### config.mk
export PLATFORM = sky130hd
export DESIGN_NAME = tri_queue
export DESIGN_NICKNAME = d
export VERILOG_FILES = /design/src/hdl/raster_pkg.sv /design/src/hdl/tri_queue.sv
export VERILOG_INCLUDE_DIRS = /design/src /design/src/hdl
export SDC_FILE = /design/constraint.sdc
export NUM_CORES = 1
export LEC_CHECK = 0
export BUFFER_PORTS_ARGS = -buffer_cell sky130_fd_sc_hd__buf_2
export CORE_AREA = 2 2 168 170
export CTS_CLUSTER_SIZE = 16
export DETAILED_ROUTE_END_ITERATION = 12
export DIE_AREA = 0 0 170 172
export GPL_TIMING_DRIVEN = 1
export PLACE_DENSITY = 0.65
export SETUP_SLACK_MARGIN = 0.2
export SYNTH_ARGS = -nofsm -noshare
export SYNTH_HDL_FRONTEND = slang
export SYNTH_SLANG_ARGS = --single-unit
### constraint.sdc
create_clock -name clk -period 8.5 [get_ports clk]
set_clock_uncertainty 0.2 [all_clocks]
set_input_delay 0.85 -clock clk [delete_from_list [all_inputs] [get_ports clk]]
set_output_delay 0.85 -clock clk [all_outputs]
set_load 0.05 [all_outputs]
### src/hdl/raster_settings.svh
`ifndef RASTER_SETTINGS_SVH
`define RASTER_SETTINGS_SVH

// Signed vertex coordinate width
`define COORD_W 12

// Signed edge value and doubled area width
`define EDGE_W 26

// Reciprocal of the area, unsigned fixed point
`define RECIP_FRAC 23
`define RECIP_W 24

// Inclusive screen bounds in pixels
`define SCREEN_MIN_X 0
`define SCREEN_MAX_X 319
`define SCREEN_MIN_Y 0
`define SCREEN_MAX_Y 239

`define QUEUE_DEPTH 4

`endif

### src/hdl/raster_pkg.sv
`include "raster_settings.svh"

package raster_pkg;

    typedef struct packed {
        logic signed [`COORD_W-1:0] x;
        logic signed [`COORD_W-1:0] y;
    } vertex_t;

    // Counter-clockwise winding gives a positive area
    typedef struct packed {
        vertex_t v0;
        vertex_t v1;
        vertex_t v2;
    } triangle_t;

    typedef struct packed {
        logic signed [`COORD_W-1:0] min_x;
        logic signed [`COORD_W-1:0] min_y;
        logic signed [`COORD_W-1:0] max_x;
        logic signed [`COORD_W-1:0] max_y;
    } bbox_t;

    // Edge function at the box corner plus its per-pixel steps
    typedef struct packed {
        logic signed [`EDGE_W-1:0] value;
        logic signed [`EDGE_W-1:0] dx;
        logic signed [`EDGE_W-1:0] dy;
    } edge_t;

    typedef struct packed {
        bbox_t                     box;
        edge_t                     e0;
        edge_t                     e1;
        edge_t                     e2;
        logic signed [`EDGE_W-1:0] area;
        logic [`RECIP_W-1:0]       area_inv;
    } setup_t;

endpackage

### src/hdl/tri_queue.sv
`include "raster_settings.svh"

module tri_queue (
    input  logic                  clk,
    input  logic                  rstn,
    input  logic                  i_valid,
    output logic                  o_ready,
    input  raster_pkg::triangle_t i_tri,
    output logic                  o_valid,
    input  logic                  i_ready,
    output raster_pkg::triangle_t o_tri
);

    localparam int DEPTH = `QUEUE_DEPTH;
    localparam int PTR_W = (DEPTH > 1) ? $clog2(DEPTH) : 1;
    localparam int CNT_W = $clog2(DEPTH + 1);

    raster_pkg::triangle_t mem [DEPTH];
    logic [PTR_W-1:0] wr_ptr;
    logic [PTR_W-1:0] rd_ptr;
    logic [CNT_W-1:0] count;
    logic             push;
    logic             pop;

    function automatic logic [PTR_W-1:0] ptr_next(input logic [PTR_W-1:0] ptr);
        if (ptr == PTR_W'(DEPTH - 1)) begin
            return '0;
        end
        return ptr + 1'b1;
    endfunction

    assign o_ready = (count != CNT_W'(DEPTH));
    assign o_valid = (count != '0);
    assign o_tri   = mem[rd_ptr];
    assign push    = i_valid && o_ready;
    assign pop     = o_valid && i_ready;

    always_ff @(posedge clk) begin
        if (push) begin
            mem[wr_ptr] <= i_tri;
        end
    end

    always_ff @(posedge clk) begin
        if (!rstn) begin
            wr_ptr <= '0;
            rd_ptr <= '0;
            count  <= '0;
        end else begin
            if (push) begin
                wr_ptr <= ptr_next(wr_ptr);
            end
            if (pop) begin
                rd_ptr <= ptr_next(rd_ptr);
            end
            // Simultaneous push and pop leaves the count alone
            case ({push, pop})
                2'b10:   count <= count + 1'b1;
                2'b01:   count <= count - 1'b1;
                default: count <= count;
            endcase
        end
    end

    assert property (@(posedge clk) disable iff (!rstn) count <= CNT_W'(DEPTH));

endmodule

==> metrics.cfg <==
[run_status]
status = finished, final reports clean

[clock_tree]
clk_pin_slew_ps = 60
post_cts_resized = 0
clkSinkCount = 297
hold_buffers = 0
cts_made_buffers = 30
clk_latency_ps = 540
cts_tree = built
postCtsSetupBuffers = 0
cts_max_path_buffers = 3
root_buffer = clkbuf_16
htreeDepth = 1

[sta]
setup_violations = 0
hold_viol_final = 0
fin_hold_ws_ps = 312.1
setup_slack_ps = 4439
worstMarginPinSlew_ps = 1149
slew_headroom_pct = 23.43
timing.final.crit_period_ps = 4061
drv_slew = 0
finalCritPeriodShare_pct = 47.78
tns_ps = 0
fmax_mhz = 246.3
rsz0062_at_grt = false

[detailed_routing]
drtPass1Iterations = 4
ant_nets = 0
vias = 4925
wl_met2_um = 9829
wl_um = 19360
vias_per_cell = 5.083
route.detailed.drc = 0
routedWlPerCell_um = 19.98
met1_length_um = 7990
highest_layer = met5
routed-wl-met3_um = 1232
dr.first_iter.drc_count = 296

[synthesis]
synth.avg_cell_area_sq_um = 25.21
synth_commonest_cells = edfxtp_1 (288), mux4_2 (72), dfxtp_1 (9), buf_6 (8), clkbuf_1 (8)
synth.most_common_cell = edfxtp_1
async_reset_ff_share_pct = 0
ys_ff_latch = 297
yosysTopAreaCellShare_pct = 79.42
ys_warn_count = 0
synth_area_leaders = edfxtp_1 (79%), mux4_2 (15%), dfxtp_1 (1.7%)
synthCells = 432
ys_types = 26
synth_edf_count = 288
syn-num-nets = 515
synth_area_sq_mm = 0.01089
yosysSeqAreaShare_pct = 81.08
synth_area_leader_cell = edfxtp_1
synth_ff_type = edfxtp_1

[worst_setup_path]
max_stage_delay_ps = 810
worstSetupStartpointType = register
crit_type = register to output pin
slowest_stage = dfxtp_4
crit_chain = buf_4, mux4_2, buf_2
end_kind = output pin
worstPathArrival_ps = 3010
crit_fanout = 41
worst-endpoint-required_ps = 7450

[flow_run]
maxCapViolCount = 0

[finish]
nNetsFinal = 682
syn_to_final_growth_pct = 19.02
fillCellCount = 2285
design_area_sq_mm = 0.01296
drive_gt1_share_pct = 44.77

[grt]
grt_pass1_wl_um = 29350
grt_use_total_pct = 13.17
overflow = 0
grt_pass1_vias = 5331
grt_antenna_before_repair = 3
grt_start_max_net_pins = 73

[placed_design]
dp_slack_ps = 4867
placed_cell_area_sq_mm = 0.01199
routabilityCongestion = 0.6706
portBuffers = 149
place.detailed.hpwl_um = 11060

[pwr]
power_frac_comb_pct = 27.6
p_int_mw = 2.894
p_clk_share_pct = 29.3
p_total_mw = 4.324
p_per_area_mw_per_mm2 = 333.7
p_sw_mw = 1.430
max-vdd-ir-drop_uv = 237.0
p_seq_share_pct = 43.1
p_leak_nw = 4.325
swShare_pct = 33.07

[die]
core_area_sq_mm = 0.02748
rows = 61
initial_utilization_pct = 39.63
fp.dieH_um = 172
dieArea_sq_mm = 0.02924
ios = 150
die_w_um = 170

[worst_hold_path]
min_path_type = register to register

through the flow:
stage	util [%]	std cells
2_1_floorplan	-	432
3_3_place_gp	43.64	913
3_5_place_dp	43.64	913
4_1_cts	47.15	967
5_1_grt	47.15	967
6_report	47.17	969
cell usage in the layout (no fill, tap or decap):
cell type | Yosys | layout
or3_2 | 2 | 2
buf_2 | 2 | 149
bufinv_16 | 0 | 3
clkbuf_16 | 0 | 31
nand3_1 | 2 | 2
inv_8 | 0 | 1
o31ai_1 | 1 | 1
clkbuf_1 | 8 | 4
inv_6 | 0 | 1
ha_1 | 6 | 6
inv_1 | 7 | 7
and2_1 | 2 | 2
clkinv_1 | 0 | 6
edfxtp_1 | 288 | 288
dfxtp_1 | 9 | 7
clkinv_2 | 0 | 8
mux4_2 | 72 | 72
nand2_1 | 6 | 6
dfxtp_4 | 0 | 2
xor2_1 | 1 | 1
o21ai_1 | 1 | 1
and3_4 | 0 | 4
or3b_1 | 1 | 1
diode_2 | 0 | 2
mux2i_1 | 1 | 1
fa_1 | 1 | 1
xnor2_1 | 1 | 1
nand4_1 | 1 | 1
buf_4 | 0 | 4
nor2_1 | 2 | 2
a21boi_1 | 1 | 1
o21ai_0 | 4 | 4
and2_4 | 1 | 1
state kept, by name, summed over array words and instances (netlist names), named ones only:
name,cells
rd_ptr,2
count,3
mem,288
wr_ptr,2
critical path, delay by kind of cell (launching register included):
family | cells | cell delay, ps
buffers and inverters | 2 | 1010
flip-flops | 1 | 810
multiplexers | 1 | 620
layer usage:
metal  global-route usage, %  vias to the layer above
li1                        -                     2179
met1                   16.84                     2580
met2                   22.56                      131
met3                   3.548                       31
met4                   3.270                        4
met5                       0                        -
area by class of cell:
| cell class | count | area [sq um] | share of cell area, % |
|---|---|---|---|
| sequential | 297 | 8836 | 68.18 |
| timing repair buffer | 153 | 775.7 | 5.986 |
| inverter | 7 | 26.28 | 0.2027 |
| clock buffer | 35 | 790.8 | 6.102 |
| antenna | 2 | 5.005 | 0.03862 |
| multi-input combinational | 110 | 1921 | 14.82 |
| clock inverter | 19 | 172.7 | 1.332 |
| tap | 346 | 432.9 | 3.340 |
logic make-up after synthesis:
kind of cell / after synthesis / share of synthesized area (%)
AOI/OAI and AO/OA: 7 / 0.3677
xor gates and xnor gates: 2 / 0.1609
adders and majority gates: 7 / 0.8733
buffers and inverters: 25 / 1.436
DFF: 297 / 81.08
muxes: 73 / 14.98
and+or+nand+nor: 21 / 1.103
power by group through the flow:
stage	Clock [mW]	Sequential, mW	Combinational [mW]
2_1_floorplan	0	1.82	1.02
3_3_place_gp	0	1.89	1.20
3_5_place_dp	0	1.90	1.22
4_1_cts	1.30	1.87	1.22
5_1_grt	1.36	1.88	1.26
6_report	1.27	1.86	1.19
path summary, 6_finish.rpt:
| path | from | to | slack (ps) | cells after the start |
|---|---|---|---|---|
| setup reg to reg | count[1]$_SDFFE_PN0P_ | count[2]$_SDFFE_PN0P_ | 5790 | 9 |
| setup / recovery | register | o_tri[43] | 4440 | 3 |
| hold / removal | wr_ptr[1]$_SDFFE_PN0P_ | wr_ptr[1]$_SDFFE_PN0P_ | 310 | 2 |
| hold reg to reg | wr_ptr[1]$_SDFFE_PN0P_ | wr_ptr[1]$_SDFFE_PN0P_ | 310 | 2 |
No activity file was read; power rests on OpenSTA's default activity.
